===== src/axi_pkg.sv =====
`default_nettype none

package axi_pkg;

    localparam int unsigned ID_WIDTH   = 4;
    localparam int unsigned ADDR_WIDTH = 10;
    localparam int unsigned DATA_WIDTH = 64;
    localparam int unsigned STRB_WIDTH = DATA_WIDTH / 8;
    localparam int unsigned LEN_WIDTH  = 8;
    localparam int unsigned SIZE_WIDTH = 3;

    typedef enum logic [1:0] {
        FIXED = 2'b00,
        INCR  = 2'b01,
        WRAP  = 2'b10
    } axi_burst_e;

    typedef enum logic [1:0] {
        OKAY   = 2'b00,
        EXOKAY = 2'b01,
        SLVERR = 2'b10,
        DECERR = 2'b11
    } axi_resp_e;

    // write address channel, 27 bits
    typedef struct packed {
        logic [ID_WIDTH-1:0]   id;
        logic [ADDR_WIDTH-1:0] addr;
        logic [LEN_WIDTH-1:0]  len;
        logic [SIZE_WIDTH-1:0] size;
        axi_burst_e            burst;
    } aw_chan_t;

    // write data channel, 73 bits
    typedef struct packed {
        logic [DATA_WIDTH-1:0] data;
        logic [STRB_WIDTH-1:0] strb;
        logic                  last;
    } w_chan_t;

    typedef struct packed {
        logic [ID_WIDTH-1:0] id;
        axi_resp_e           resp;
    } b_chan_t;

endpackage

`default_nettype wire

===== src/lsu_pkg.sv =====
`default_nettype none

package lsu_pkg;

    localparam int unsigned ORAM_ADDR_WIDTH = 12;
    localparam int unsigned SLOTS           = 16;
    localparam int unsigned NUM_WIDTH       = 4;

    // byte distance between consecutive bursts
    typedef enum logic [2:0] {
        S16  = 3'd0,
        S32  = 3'd1,
        S64  = 3'd2,
        S128 = 3'd3,
        S256 = 3'd4
    } lsu_stride_e;

    // one write request, 42 bits
    typedef struct packed {
        logic [axi_pkg::ADDR_WIDTH-1:0] addr;
        logic [axi_pkg::LEN_WIDTH-1:0]  len;
        logic [axi_pkg::SIZE_WIDTH-1:0] size;
        axi_pkg::axi_burst_e            burst;
        lsu_stride_e                    stride;
        logic [NUM_WIDTH-1:0]           num;
        logic [ORAM_ADDR_WIDTH-1:0]     oram_addr;
    } lsu_wr_req_t;

    typedef struct packed {
        logic [axi_pkg::DATA_WIDTH-1:0] data;
        logic [axi_pkg::STRB_WIDTH-1:0] strb;
    } lsu_wr_beat_t;

    typedef struct packed {
        axi_pkg::axi_resp_e         resp;
        logic [ORAM_ADDR_WIDTH-1:0] oram_addr;
    } lsu_wr_resp_t;

endpackage

`default_nettype wire


===== src/axi_write_top.sv =====
`timescale 1ns/1ps
`default_nettype none

module axi_write_top (
    input  logic                  clk,
    input  logic                  rst_n,
    input  lsu_pkg::lsu_wr_req_t  lsu_req,
    input  logic                  req_valid,
    output logic                  req_ready,
    input  lsu_pkg::lsu_wr_beat_t lsu_beat,
    input  logic                  beat_valid,
    output logic                  beat_ready,
    output lsu_pkg::lsu_wr_resp_t lsu_resp,
    output logic                  resp_valid,
    input  logic                  resp_ready,
    output axi_pkg::aw_chan_t     aw,
    output logic                  awvalid,
    input  logic                  awready,
    output axi_pkg::w_chan_t      w,
    output logic                  wvalid,
    input  logic                  wready,
    input  axi_pkg::b_chan_t      b,
    input  logic                  bvalid,
    output logic                  bready
);

    logic                                alloc;
    logic [lsu_pkg::ORAM_ADDR_WIDTH-1:0] alloc_oram;
    logic                                slot_free;
    logic [axi_pkg::ID_WIDTH-1:0]        slot_id;
    logic [axi_pkg::LEN_WIDTH-1:0]       burst_len;
    logic [axi_pkg::ID_WIDTH-1:0]        lookup_id;
    logic [lsu_pkg::ORAM_ADDR_WIDTH-1:0] lookup_oram;
    logic                                release_en;
    logic [axi_pkg::ID_WIDTH-1:0]        release_id;

    axi_write_id_table i_id_table (
        .clk         (clk),
        .rst_n       (rst_n),
        .alloc       (alloc),
        .alloc_oram  (alloc_oram),
        .slot_free   (slot_free),
        .slot_id     (slot_id),
        .lookup_id   (lookup_id),
        .lookup_oram (lookup_oram),
        .release_en  (release_en),
        .release_id  (release_id)
    );

    axi_write_aw_gen i_aw_gen (
        .clk        (clk),
        .rst_n      (rst_n),
        .lsu_req    (lsu_req),
        .req_valid  (req_valid),
        .req_ready  (req_ready),
        .aw         (aw),
        .awvalid    (awvalid),
        .awready    (awready),
        .slot_free  (slot_free),
        .slot_id    (slot_id),
        .alloc      (alloc),
        .alloc_oram (alloc_oram),
        .burst_len  (burst_len)
    );

    axi_write_w_chan i_w_chan (
        .clk        (clk),
        .rst_n      (rst_n),
        .lsu_beat   (lsu_beat),
        .beat_valid (beat_valid),
        .beat_ready (beat_ready),
        .burst_len  (burst_len),
        .w          (w),
        .wvalid     (wvalid),
        .wready     (wready)
    );

    axi_write_b_chan i_b_chan (
        .clk         (clk),
        .rst_n       (rst_n),
        .b           (b),
        .bvalid      (bvalid),
        .bready      (bready),
        .lookup_id   (lookup_id),
        .lookup_oram (lookup_oram),
        .lsu_resp    (lsu_resp),
        .resp_valid  (resp_valid),
        .resp_ready  (resp_ready),
        .release_en  (release_en),
        .release_id  (release_id)
    );

endmodule

`default_nettype wire


===== src/axi_write_b_chan.sv =====
`timescale 1ns/1ps
`default_nettype none

module axi_write_b_chan (
    input  logic                                clk,
    input  logic                                rst_n,
    input  axi_pkg::b_chan_t                    b,
    input  logic                                bvalid,
    output logic                                bready,
    output logic [axi_pkg::ID_WIDTH-1:0]        lookup_id,
    input  logic [lsu_pkg::ORAM_ADDR_WIDTH-1:0] lookup_oram,
    output lsu_pkg::lsu_wr_resp_t               lsu_resp,
    output logic                                resp_valid,
    input  logic                                resp_ready,
    output logic                                release_en,
    output logic [axi_pkg::ID_WIDTH-1:0]        release_id
);

    logic                         resp_valid_q;
    logic                         b_hs;
    logic [axi_pkg::ID_WIDTH-1:0] bid_q;
    axi_pkg::axi_resp_e           bresp_q;

    assign bready = ~resp_valid_q;
    assign b_hs   = bvalid & bready;

    // oram address comes straight from the table slot
    assign lookup_id          = bid_q;
    assign lsu_resp.resp      = bresp_q;
    assign lsu_resp.oram_addr = lookup_oram;
    assign resp_valid         = resp_valid_q;

    // lsu acceptance frees the slot
    assign release_en = resp_valid_q & resp_ready;
    assign release_id = bid_q;

    always_ff @(posedge clk) begin
        if (!rst_n) begin
            resp_valid_q <= 1'b0;
        end else begin
            resp_valid_q <= b_hs | (resp_valid_q & ~resp_ready);
        end
    end

    always_ff @(posedge clk) begin
        if (b_hs) begin
            bid_q   <= b.id;
            bresp_q <= b.resp;
        end
    end

endmodule

`default_nettype wire


===== src/axi_write_w_chan.sv =====
`timescale 1ns/1ps
`default_nettype none

module axi_write_w_chan (
    input  logic                          clk,
    input  logic                          rst_n,
    input  lsu_pkg::lsu_wr_beat_t         lsu_beat,
    input  logic                          beat_valid,
    output logic                          beat_ready,
    input  logic [axi_pkg::LEN_WIDTH-1:0] burst_len,
    output axi_pkg::w_chan_t              w,
    output logic                          wvalid,
    input  logic                          wready
);

    axi_pkg::w_chan_t              w_q;
    logic                          wvalid_q;
    logic                          beat_hs;
    logic                          beat_last;
    logic [axi_pkg::LEN_WIDTH-1:0] beat_cnt;

    // single entry, refill only once empty
    assign beat_ready = ~wvalid_q;
    assign beat_hs    = beat_valid & beat_ready;
    assign beat_last  = (beat_cnt == burst_len);

    assign w      = w_q;
    assign wvalid = wvalid_q;

    always_ff @(posedge clk) begin
        if (!rst_n) begin
            wvalid_q <= 1'b0;
            beat_cnt <= '0;
        end else begin
            wvalid_q <= beat_hs | (wvalid_q & ~wready);
            if (beat_hs) begin
                beat_cnt <= beat_last ? '0 : beat_cnt + 1'b1;
            end
        end
    end

    always_ff @(posedge clk) begin
        if (beat_hs) begin
            w_q.data <= lsu_beat.data;
            w_q.strb <= lsu_beat.strb;
            w_q.last <= beat_last;
        end
    end

    a_w_stable: assert property (
        @(posedge clk) disable iff (!rst_n)
        wvalid && !wready |=> wvalid && $stable(w)
    );

endmodule

`default_nettype wire


===== src/axi_write_aw_gen.sv =====
`timescale 1ns/1ps
`default_nettype none

module axi_write_aw_gen (
    input  logic                                clk,
    input  logic                                rst_n,
    input  lsu_pkg::lsu_wr_req_t                lsu_req,
    input  logic                                req_valid,
    output logic                                req_ready,
    output axi_pkg::aw_chan_t                   aw,
    output logic                                awvalid,
    input  logic                                awready,
    input  logic                                slot_free,
    input  logic [axi_pkg::ID_WIDTH-1:0]        slot_id,
    output logic                                alloc,
    output logic [lsu_pkg::ORAM_ADDR_WIDTH-1:0] alloc_oram,
    output logic [axi_pkg::LEN_WIDTH-1:0]       burst_len
);

    typedef enum logic {
        IDLE  = 1'b0,
        ISSUE = 1'b1
    } aw_state_e;

    aw_state_e                           state;
    logic                                req_hs;
    logic [axi_pkg::ADDR_WIDTH-1:0]      addr_q;
    logic [axi_pkg::ADDR_WIDTH-1:0]      stride_bytes;
    logic [axi_pkg::LEN_WIDTH-1:0]       len_q;
    logic [axi_pkg::SIZE_WIDTH-1:0]      size_q;
    axi_pkg::axi_burst_e                 burst_q;
    lsu_pkg::lsu_stride_e                stride_q;
    logic [lsu_pkg::NUM_WIDTH-1:0]       num_q;
    logic [lsu_pkg::NUM_WIDTH-1:0]       cnt_q;
    logic [lsu_pkg::ORAM_ADDR_WIDTH-1:0] oram_q;

    assign req_ready = (state == IDLE);
    assign req_hs    = req_valid & req_ready;
    assign awvalid   = (state == ISSUE) & slot_free;
    assign alloc     = awvalid & awready;

    assign aw.id    = slot_id;
    assign aw.addr  = addr_q;
    assign aw.len   = len_q;
    assign aw.size  = size_q;
    assign aw.burst = burst_q;

    assign burst_len  = len_q;
    // oram block of burst k is base + k
    assign alloc_oram = oram_q
                      + {{(lsu_pkg::ORAM_ADDR_WIDTH - lsu_pkg::NUM_WIDTH){1'b0}}, cnt_q};

    always_comb begin
        case (stride_q)
            lsu_pkg::S16:  stride_bytes = 10'd16;
            lsu_pkg::S32:  stride_bytes = 10'd32;
            lsu_pkg::S64:  stride_bytes = 10'd64;
            lsu_pkg::S128: stride_bytes = 10'd128;
            lsu_pkg::S256: stride_bytes = 10'd256;
            default:       stride_bytes = '0;
        endcase
    end

    always_ff @(posedge clk) begin
        if (!rst_n) begin
            state <= IDLE;
            cnt_q <= '0;
        end else begin
            case (state)
                IDLE: begin
                    if (req_hs) begin
                        state <= ISSUE;
                        cnt_q <= '0;
                    end
                end
                ISSUE: begin
                    if (alloc) begin
                        cnt_q <= cnt_q + 1'b1;
                        if (cnt_q == num_q) begin
                            state <= IDLE;
                        end
                    end
                end
                default: state <= IDLE;
            endcase
        end
    end

    always_ff @(posedge clk) begin
        if (req_hs) begin
            addr_q   <= lsu_req.addr;
            len_q    <= lsu_req.len;
            size_q   <= lsu_req.size;
            burst_q  <= lsu_req.burst;
            stride_q <= lsu_req.stride;
            num_q    <= lsu_req.num;
            oram_q   <= lsu_req.oram_addr;
        end else if (alloc) begin
            addr_q <= addr_q + stride_bytes;
        end
    end

    a_aw_stable: assert property (
        @(posedge clk) disable iff (!rst_n)
        awvalid && !awready |=> awvalid && $stable(aw)
    );

endmodule

`default_nettype wire


===== src/axi_write_id_table.sv =====
`timescale 1ns/1ps
`default_nettype none

module axi_write_id_table (
    input  logic                                clk,
    input  logic                                rst_n,
    input  logic                                alloc,
    input  logic [lsu_pkg::ORAM_ADDR_WIDTH-1:0] alloc_oram,
    output logic                                slot_free,
    output logic [axi_pkg::ID_WIDTH-1:0]        slot_id,
    input  logic [axi_pkg::ID_WIDTH-1:0]        lookup_id,
    output logic [lsu_pkg::ORAM_ADDR_WIDTH-1:0] lookup_oram,
    input  logic                                release_en,
    input  logic [axi_pkg::ID_WIDTH-1:0]        release_id
);

    logic [lsu_pkg::SLOTS-1:0]          slot_vld;
    logic [lsu_pkg::ORAM_ADDR_WIDTH-1:0] slot_oram [lsu_pkg::SLOTS];
    logic [axi_pkg::ID_WIDTH-1:0]       alloc_ptr;

    // ring allocation, a busy slot stalls the ring
    assign slot_id     = alloc_ptr;
    assign slot_free   = ~slot_vld[alloc_ptr];
    assign lookup_oram = slot_oram[lookup_id];

    always_ff @(posedge clk) begin
        if (!rst_n) begin
            slot_vld  <= '0;
            alloc_ptr <= '0;
        end else begin
            if (alloc) begin
                slot_vld[alloc_ptr] <= 1'b1;
                alloc_ptr           <= alloc_ptr + 1'b1;
            end
            // alloc needs a free slot and release a busy one, never the same
            if (release_en) begin
                slot_vld[release_id] <= 1'b0;
            end
        end
    end

    always_ff @(posedge clk) begin
        if (alloc) begin
            slot_oram[alloc_ptr] <= alloc_oram;
        end
    end

    // aw side must wait for the ring slot to drain
    a_alloc_free: assert property (
        @(posedge clk) disable iff (!rst_n)
        alloc |-> slot_free
    );

    // responses only come back for bursts still in flight
    a_release_busy: assert property (
        @(posedge clk) disable iff (!rst_n)
        release_en |-> slot_vld[release_id] && slot_vld[lookup_id]
    );

endmodule

`default_nettype wire


===== config.mk =====
export PLATFORM = sky130hd
export DESIGN_NAME = axi_write_top
export DESIGN_NICKNAME = d
export VERILOG_FILES = /design/src/axi_pkg.sv /design/src/lsu_pkg.sv /design/src/axi_write_top.sv /design/src/axi_write_b_chan.sv /design/src/axi_write_w_chan.sv /design/src/axi_write_aw_gen.sv /design/src/axi_write_id_table.sv
export SDC_FILE = /design/constraint.sdc
export NUM_CORES = 1
export LEC_CHECK = 0
export CAP_MARGIN = 20
export CELL_PAD_IN_SITES_DETAIL_PLACEMENT = 1
export CELL_PAD_IN_SITES_GLOBAL_PLACEMENT = 2
export CORE_MARGIN = 5
export CORE_UTILIZATION = 40
export CTS_BUF_LIST = sky130_fd_sc_hd__clkbuf_4
export DETAILED_ROUTE_END_ITERATION = 12
export DONT_BUFFER_PORTS = 1
export PLACE_DENSITY = 0.7
export REMOVE_ABC_BUFFERS = 1
export SYNTH_ARGS = -nofsm -noshare
export SYNTH_HDL_FRONTEND = slang
export SYNTH_SLANG_ARGS = --single-unit

===== constraint.sdc =====
create_clock -name clk -period 4.3 [get_ports clk]
set_clock_uncertainty 0.05 [all_clocks]
set_input_delay 0.43 -clock clk [delete_from_list [all_inputs] [get_ports clk]]
set_output_delay 0.43 -clock clk [all_outputs]
set_load 0.005 [all_outputs]

==> results of run 1 <==
what timing repair did:
item	CTS	global route
endpoints found under the hold margin	177	0
resized for setup	0	0
hold buffers	130	0
per-layer routing:
metal / GRT usage, % / vias to the layer above / wire length, um
li1: - / 3373 / -
met1: 21.3 / 3906 / 13300
met2: 32.1 / 303 / 18200
met3: 6.08 / 71 / 2340
met4: 7.34 / 0 / 1110
met5: 0 / - / 0
cell families (layout without fill, tap and decap cells):
kind of cell             after synthesis  after routing  share of synthesized area (%)
AND/OR/NAND/NOR                      141            141                           5.63
adder cells (fa/ha/maj)               17             17                           1.67
XOR/XNOR                              34             34                           2.19
other                                  0              2                              0
multiplexers                          71             71                           11.1
flip-flops                           352            352                           74.8
buffers and inverters                 51            348                           1.55
AO/OA/AOI/OAI                         59             59                           3.11
sequential cells by signal, indices dropped and copies added (netlist names), named ones only:
name                  count
i_id_table.slot_oram    192
i_w_chan.w               73
i_id_table.slot_vld      16
i_aw_gen.oram_q          12
i_aw_gen.addr_q          10
i_aw_gen.burst_len        8
i_w_chan.beat_cnt         8
i_aw_gen.cnt_q            4
i_aw_gen.num_q            4
i_b_chan.lookup_id        4
i_id_table.slot_id        4
i_aw_gen.size_q           3
i_aw_gen.stride_q         3
i_aw_gen.burst_q          2
i_b_chan.bresp_q          2
i_aw_gen.state            1
i_b_chan.resp_valid       1
i_w_chan.wvalid           1
layout by cell type (no fill, tap or decap), types with 3 or more instances in the layout:
| cell type | synthesis | routed |
|---|---|---|
| nand3_4 | 4 | 4 |
| nand3_1 | 14 | 14 |
| o211ai_1 | 6 | 6 |
| o31ai_1 | 9 | 9 |
| nand4_1 | 9 | 9 |
| nand2_1 | 24 | 24 |
| inv_1 | 19 | 18 |
| mux2_2 | 6 | 6 |
| clkinv_1 | 0 | 25 |
| nor3_1 | 10 | 10 |
| buf_4 | 0 | 28 |
| edfxtp_1 | 313 | 313 |
| o311ai_0 | 4 | 4 |
| ha_1 | 15 | 15 |
| a21oi_1 | 9 | 9 |
| nor2b_1 | 6 | 5 |
| and3_1 | 3 | 3 |
| or3_1 | 3 | 3 |
| and2_1 | 5 | 5 |
| clkinv_2 | 0 | 4 |
| nor2_1 | 37 | 37 |
| clkbuf_4 | 0 | 134 |
| xor2_1 | 20 | 20 |
| o21ai_0 | 13 | 13 |
| inv_2 | 0 | 3 |
| dlygate4sd3_1 | 0 | 129 |
| nand3b_1 | 5 | 5 |
| o221ai_1 | 3 | 3 |
| a21o_1 | 5 | 5 |
| nor3b_1 | 6 | 6 |
| mux4_2 | 62 | 62 |
| bufinv_16 | 0 | 3 |
| nand2b_1 | 8 | 8 |
| xnor2_1 | 14 | 13 |
| dfxtp_1 | 39 | 37 |
worst max-delay path, cell delays in order, from the launching register on:
cell and delay, ps:
dfxtp_2 890, buf_12 330, mux4_2 610, mux4_2 510
worst paths after layout:
path	start	to	slack (ps)	depth (start not counted)
max	flop	lsu_resp[10]	710	3
min	resp_ready	i_id_table.slot_vld[4]$_SDFF_PN0_	110	3
max reg2reg	i_id_table.slot_id[0]$_SDFFE_PN0P_	i_id_table.slot_vld[7]$_SDFF_PN0_	1230	6
min reg2reg	i_id_table.slot_vld[3]$_SDFF_PN0_	i_id_table.slot_vld[3]$_SDFF_PN0_	450	2
where the power goes:
| group | switching, mW | total (mW) | internal (mW) | leakage (nW) |
|---|---|---|---|---|
| clock | 1.39 | 3.01 | 1.62 | 0.723 |
| combinational | 0.234 | 0.481 | 0.247 | 1.84 |
| sequential | 0.113 | 3.95 | 3.84 | 3.20 |
| total | 1.74 | 7.44 | 5.71 | 5.76 |
area by class of cell:
| type | instances | share of cell area (%) |
|---|---|---|
| Sequential cell | 352 | 60.5 |
| Multi-Input combinational cell | 322 | 19.3 |
| Clock buffer | 134 | 5.98 |
| Tap cell | 448 | 3.33 |
| Clock inverter | 36 | 1.35 |
| Inverter | 19 | 0.424 |
| Antenna cell | 2 | 0.0297 |
| Timing Repair Buffer | 159 | 9.16 |
through the flow:
stage               hold slack (ps)  setup slack [ps]
global route                   80.3               504
finish                          109               711
global placement                412              1320
floorplan                       384              -602
CTS                            1.70               542
detailed placement              414              1220
==> out/metrics.cfg, run 1 <==
[route]
detail-route-antenna-nets = 0
drt-total-wl_um = 34900
drt_iter0_markers = 482
vias_per_cell = 5.20
vias = 7653
drc = 0
avgRoutedWirePerCell_um = 23.7
drt_pass1_iterations = 4

[power]
leakage_nw = 5.76
p_total_mw = 7.44
ir_drop_v = 0.000270
p_per_area_nw_per_um2 = 442

[grt]
grt_usage_pct = 18.5
gr-total-overflow = 0
antenna_found_initial = 2
grt_first_pass_wirelength_um = 53400
grt_pass1_vias = 8703
grt_max_degree = 56

[cts]
clockBufferDepth = 3
cts_tree = yes
cts_buffers = 94
cts.clk_slew.worst_paths_ps = 70
postCtsSetupBuffers = 0
clockRootBuffer = clkbuf_4
clock-sinks = 352
htree_levels = 3
clk_latency_ps = 740

[synthesis]
synth_cell_types = 49
synth_top_cell_by_area = edfxtp_1
yosysSeqAreaShare_pct = 74.8
ys.flop_type = edfxtp_1
synth_top_area_share_pct = 69.0
synth_common_cells = edfxtp_1, mux4_2, dfxtp_1
async_flop_share_pct = 0
ys.warnings.count = 0
yosysMostFrequentCell = edfxtp_1
synth_area_leaders = edfxtp_1, mux4_2, dfxtp_1
synth_edf_count = 313
synthCells = 725
avgSynthCellArea_um2 = 18.8
synth_seq_cells = 352
synth.cell_area_um2 = 13600

[layout]
synthToLayoutAreaGrowth_pct = 23.6
instances_no_fill = 1472
drive_above_1_share_pct = 25.4
final_core_util_pct = 50.2
regArea_um2 = 10200
fillers = 3177
multi_input_area_um2 = 3240
fin_area_um2 = 16800
nets = 1093

[placed_design]
portBuffers = 0
dp_hpwl_um = 21900
dp.cells = 1170
dpl-instance-area_um2 = 14300
gp_congestion = 0.831

[status]
status = finished, final reports clean

[timing]
post-route-min-period_ps = 3590
rsz0062_at_grt = no
slew_headroom_pct = 31.1
fin_tns_setup_ps = 0
slew_violations = 0
finalSetupViolCount = 0
worstMarginPinSlew_ps = 1030
final-hold-violation-count = 0
max_freq_ghz = 0.279
period_share_pct = 83.5

[worst_setup_path]
crit_arrival_ps = 3110
endpoint_kind = output port
worst_setup_path_start_kind = flop
required_ps = 3820
criticalPathCategory = flop to output port
path_max_fanout = 28

[floorplan]
initial_core_util_pct = 40.6
die-area_um2 = 37800
pin_count = 248
die_w_um = 195
rows = 67
core_um2 = 33500
die_h_um = 195

[job]
cap_violations = 0

[min_path]
hold_class = input pin to flop

Power figures use the tool's default switching activity.
==> inputs of run 2 (changes only) <==
--- a/config.mk
+++ b/config.mk
@@ -5,6 +5,7 @@
 export SDC_FILE = /design/constraint.sdc
 export NUM_CORES = 1
 export LEC_CHECK = 0
+export ABC_AREA = 1
 export CAP_MARGIN = 20
 export CELL_PAD_IN_SITES_DETAIL_PLACEMENT = 1
 export CELL_PAD_IN_SITES_GLOBAL_PLACEMENT = 2
@@ -13,7 +14,7 @@
 export CTS_BUF_LIST = sky130_fd_sc_hd__clkbuf_4
 export DETAILED_ROUTE_END_ITERATION = 12
 export DONT_BUFFER_PORTS = 1
-export PLACE_DENSITY = 0.7
+export PLACE_DENSITY = 0.77
 export REMOVE_ABC_BUFFERS = 1
 export SYNTH_ARGS = -nofsm -noshare
 export SYNTH_HDL_FRONTEND = slang
==> constraint.sdc (replaced) <==
create_clock -name clk -period 3.15 [get_ports clk]
set_clock_uncertainty 0.05 [all_clocks]
set_input_delay 0.315 -clock clk [delete_from_list [all_inputs] [get_ports clk]]
set_output_delay 0.315 -clock clk [all_outputs]
set_load 0.005 [all_outputs]
==> run 2 against run 1 <==
  * Sequential power is 36% higher
  * Sequential share of layout area fell by 0.95 points
  * Synthesized area rose by 2.8%
  * Count of clock-buffer cells in the layout is 1 lower
  * Largest power group unchanged
==> out/metrics.cfg, run 2 <==
[route]
vias = 9031
vias_per_cell = 5.07
drt_iter0_markers = 489
drt-total-wl_um = 38100
drc = 0
avgRoutedWirePerCell_um = 21.4
drt_pass1_iterations = 5
detail-route-antenna-nets = 0

[worst_setup_path]
endpoint_kind = output port
reg2reg_to = i_id_table.slot_oram[14][8]$_DFFE_PP_
required_ps = 2780
crit_chain = inv_1 -> buf_12 -> o21ai_0 -> o211ai_1 -> nand2_1
crit_arrival_ps = 2450
path_max_fanout = 48
critPathBufInv = 2
crit_family = compound AO/OA/AOI/OAI gates
worst_setup_path_start_kind = flop
r2r_setup_slack_ps = 500
critPathMaxStageDelay_ps = 600
r2r-start = i_aw_gen.cnt_q[0]$_SDFFE_PN0P_
reg2reg_depth = 8
criticalPathCategory = flop to output port
cp_slowest_cell = dfxtp_2

[synthesis]
synth_cell_types = 35
async_flop_share_pct = 0
avgSynthCellArea_um2 = 13.4
synth-simple-area-share_pct = 7.32
synthXorXnorAreaFrac_pct = 2.00
synth_area_leaders = edfxtp_1, dfxtp_1, mux2i_1
ys.warnings.count = 0
synth_edf_count = 313
synth_top_family_by_area = compound AO/OA/AOI/OAI gates
muxShareOfSynthArea_pct = 3.43
ys.flop_type = edfxtp_1
synth.cell_area_um2 = 14000
synth_top_cell_by_area = edfxtp_1
yosysMostFrequentCell = edfxtp_1
synth_top_area_share_pct = 67.1
synth_seq_cells = 352
synthCells = 1043
synth_common_cells = edfxtp_1, inv_1, nand2_1
yosysSeqAreaShare_pct = 72.7
synth-adder-area-share_pct = 1.63
synth-compound-area-share_pct = 8.17

[layout]
instances_no_fill = 1780
drive_above_1_share_pct = 14.4
final_cell_mix = edfxtp_1, clkbuf_4, dlygate4sd3_1
final_core_util_pct = 49.5
synthToLayoutAreaGrowth_pct = 22.1
nets = 1398
top_register = i_id_table.slot_oram
fillers = 3628
fin_area_um2 = 17100
final_common_cell = edfxtp_1
largest_reg_flops = 192

[cts]
clockRootBuffer = clkbuf_4
clk_latency_ps = 760
cts_tree = yes
clockBufferDepth = 3
htree_levels = 3
clock-sinks = 352
postCtsSetupBuffers = 0
cts_buffers = 94
cts.clk_slew.worst_paths_ps = 60

[floorplan]
die_w_um = 197
core_um2 = 34500
rows = 68
pin_count = 248
initial_core_util_pct = 40.5
die_h_um = 197
die-area_um2 = 38900

[power]
p_total_mw = 10.2
p_per_area_nw_per_um2 = 596
leakage_nw = 6.43
ir_drop_v = 0.000328

[placed_design]
pre_cts_ws_ps = 184
dpl-instance-area_um2 = 14600
portBuffers = 0
dp_hpwl_um = 24100
gp_congestion = 0.743
dp.cells = 1485

[grt]
grt_max_degree = 86
gr-total-overflow = 0
antenna_found_initial = 2
grt_usage_pct = 19.1
grt_pass1_vias = 9789
grt_first_pass_wirelength_um = 57000

[min_path]
hold_class = input pin to flop
min-delay-start = req_valid
worstHoldPathCells = 2
worstHoldEndpoint = i_aw_gen.state$_SDFF_PN0_

[timing]
rsz0062_at_grt = no
worst_slack_ps = 338
finalSetupViolCount = 0
max_freq_ghz = 0.356
period_share_pct = 89.3
fin_tns_setup_ps = 0
post-route-min-period_ps = 2810
slew_headroom_pct = 36.3
worstMarginPinSlew_ps = 952
hold-worst-slack_ps = 98.1
final-hold-violation-count = 0
slew_violations = 0

[status]
status = finished, final reports clean

[job]
cap_violations = 0

==> run 2: cell types whose count changed in the layout (fill, tap and decap cells not counted), sizes merged, moves of 46 or more <==
cell	change
o21ai	+59
inv	+101
nand2	+85
a21oi	+70
mux2i	+46
mux4	-63
==> run 2: where the power goes <==
group	internal (mW)	switching (mW)	leakage, nW
sequential	5.26	0.116	3.21
clock	2.10	1.86	0.704
combinational	0.321	0.532	2.51
==> run 2: per-layer routing <==
metal  part of all wire [%]  GRT usage (%)  vias to the layer above
met5                      0              0                        -
met4                    2.5           7.73                        0
met3                    4.0           4.40                       67
met2                     53           33.2                      225
met1                     41           23.1                     4515
li1                       -              -                     4224
==> run 2: worst register-to-register path, stage by stage (launching register included) <==
cell and delay [ps]:
dfxtp_1 450, ha_1 220, inv_1 60, fa_1 400, inv_1 70, a31oi_1 130
nor3b_1 300, nand3_1 170, xnor2_2 490
==> run 2: timing repair <==
action	4_1_cts	5_1_grt
hold endpoints to repair	180	0
hold buffers	127	0
resized for setup	0	1
endpoints found under the setup margin	0	16
==> run 2: logic make-up (layout without fill, tap and decap cells) <==
logic type / Yosys count / after routing
flops: 352 / 352
simple gates: 226 / 226
compound gates: 202 / 202
buf+inv: 166 / 445
mux: 48 / 48
xor+xnor: 32 / 32
fa+ha+maj: 17 / 17
other cells: 0 / 3
==> run 2: layout make-up <==
class | count | area, um2 | share of cell area, %
Timing Repair Buffer | 155 | 1530 | 8.95
Clock inverter | 32 | 180 | 1.05
Multi-Input combinational cell | 525 | 3170 | 18.5
Clock buffer | 133 | 998 | 5.84
Antenna cell | 3 | 7.51 | 0.0439
Inverter | 125 | 469 | 2.74
Tap cell | 455 | 569 | 3.33
Sequential cell | 352 | 10200 | 59.5
==> run 2: worst max-delay path by stage <==
stage	startpoint	to	slack, ps	cells after the start
after global placement	i_aw_gen.cnt_q[0]$_SDFFE_PN0P_	i_id_table.slot_oram[13][8]$_DFFE_PP_	340	8
after floorplan	flop	lsu_resp[10]	-1080	4
after global routing	flop	lsu_resp[6]	100	5
after detailed placement	i_aw_gen.cnt_q[0]$_SDFFE_PN0P_	i_id_table.slot_oram[14][8]$_DFFE_PP_	180	8
after CTS	i_aw_gen.cnt_q[0]$_SDFFE_PN0P_	i_id_table.slot_oram[14][8]$_DFFE_PP_	120	8
final	flop	lsu_resp[6]	340	5
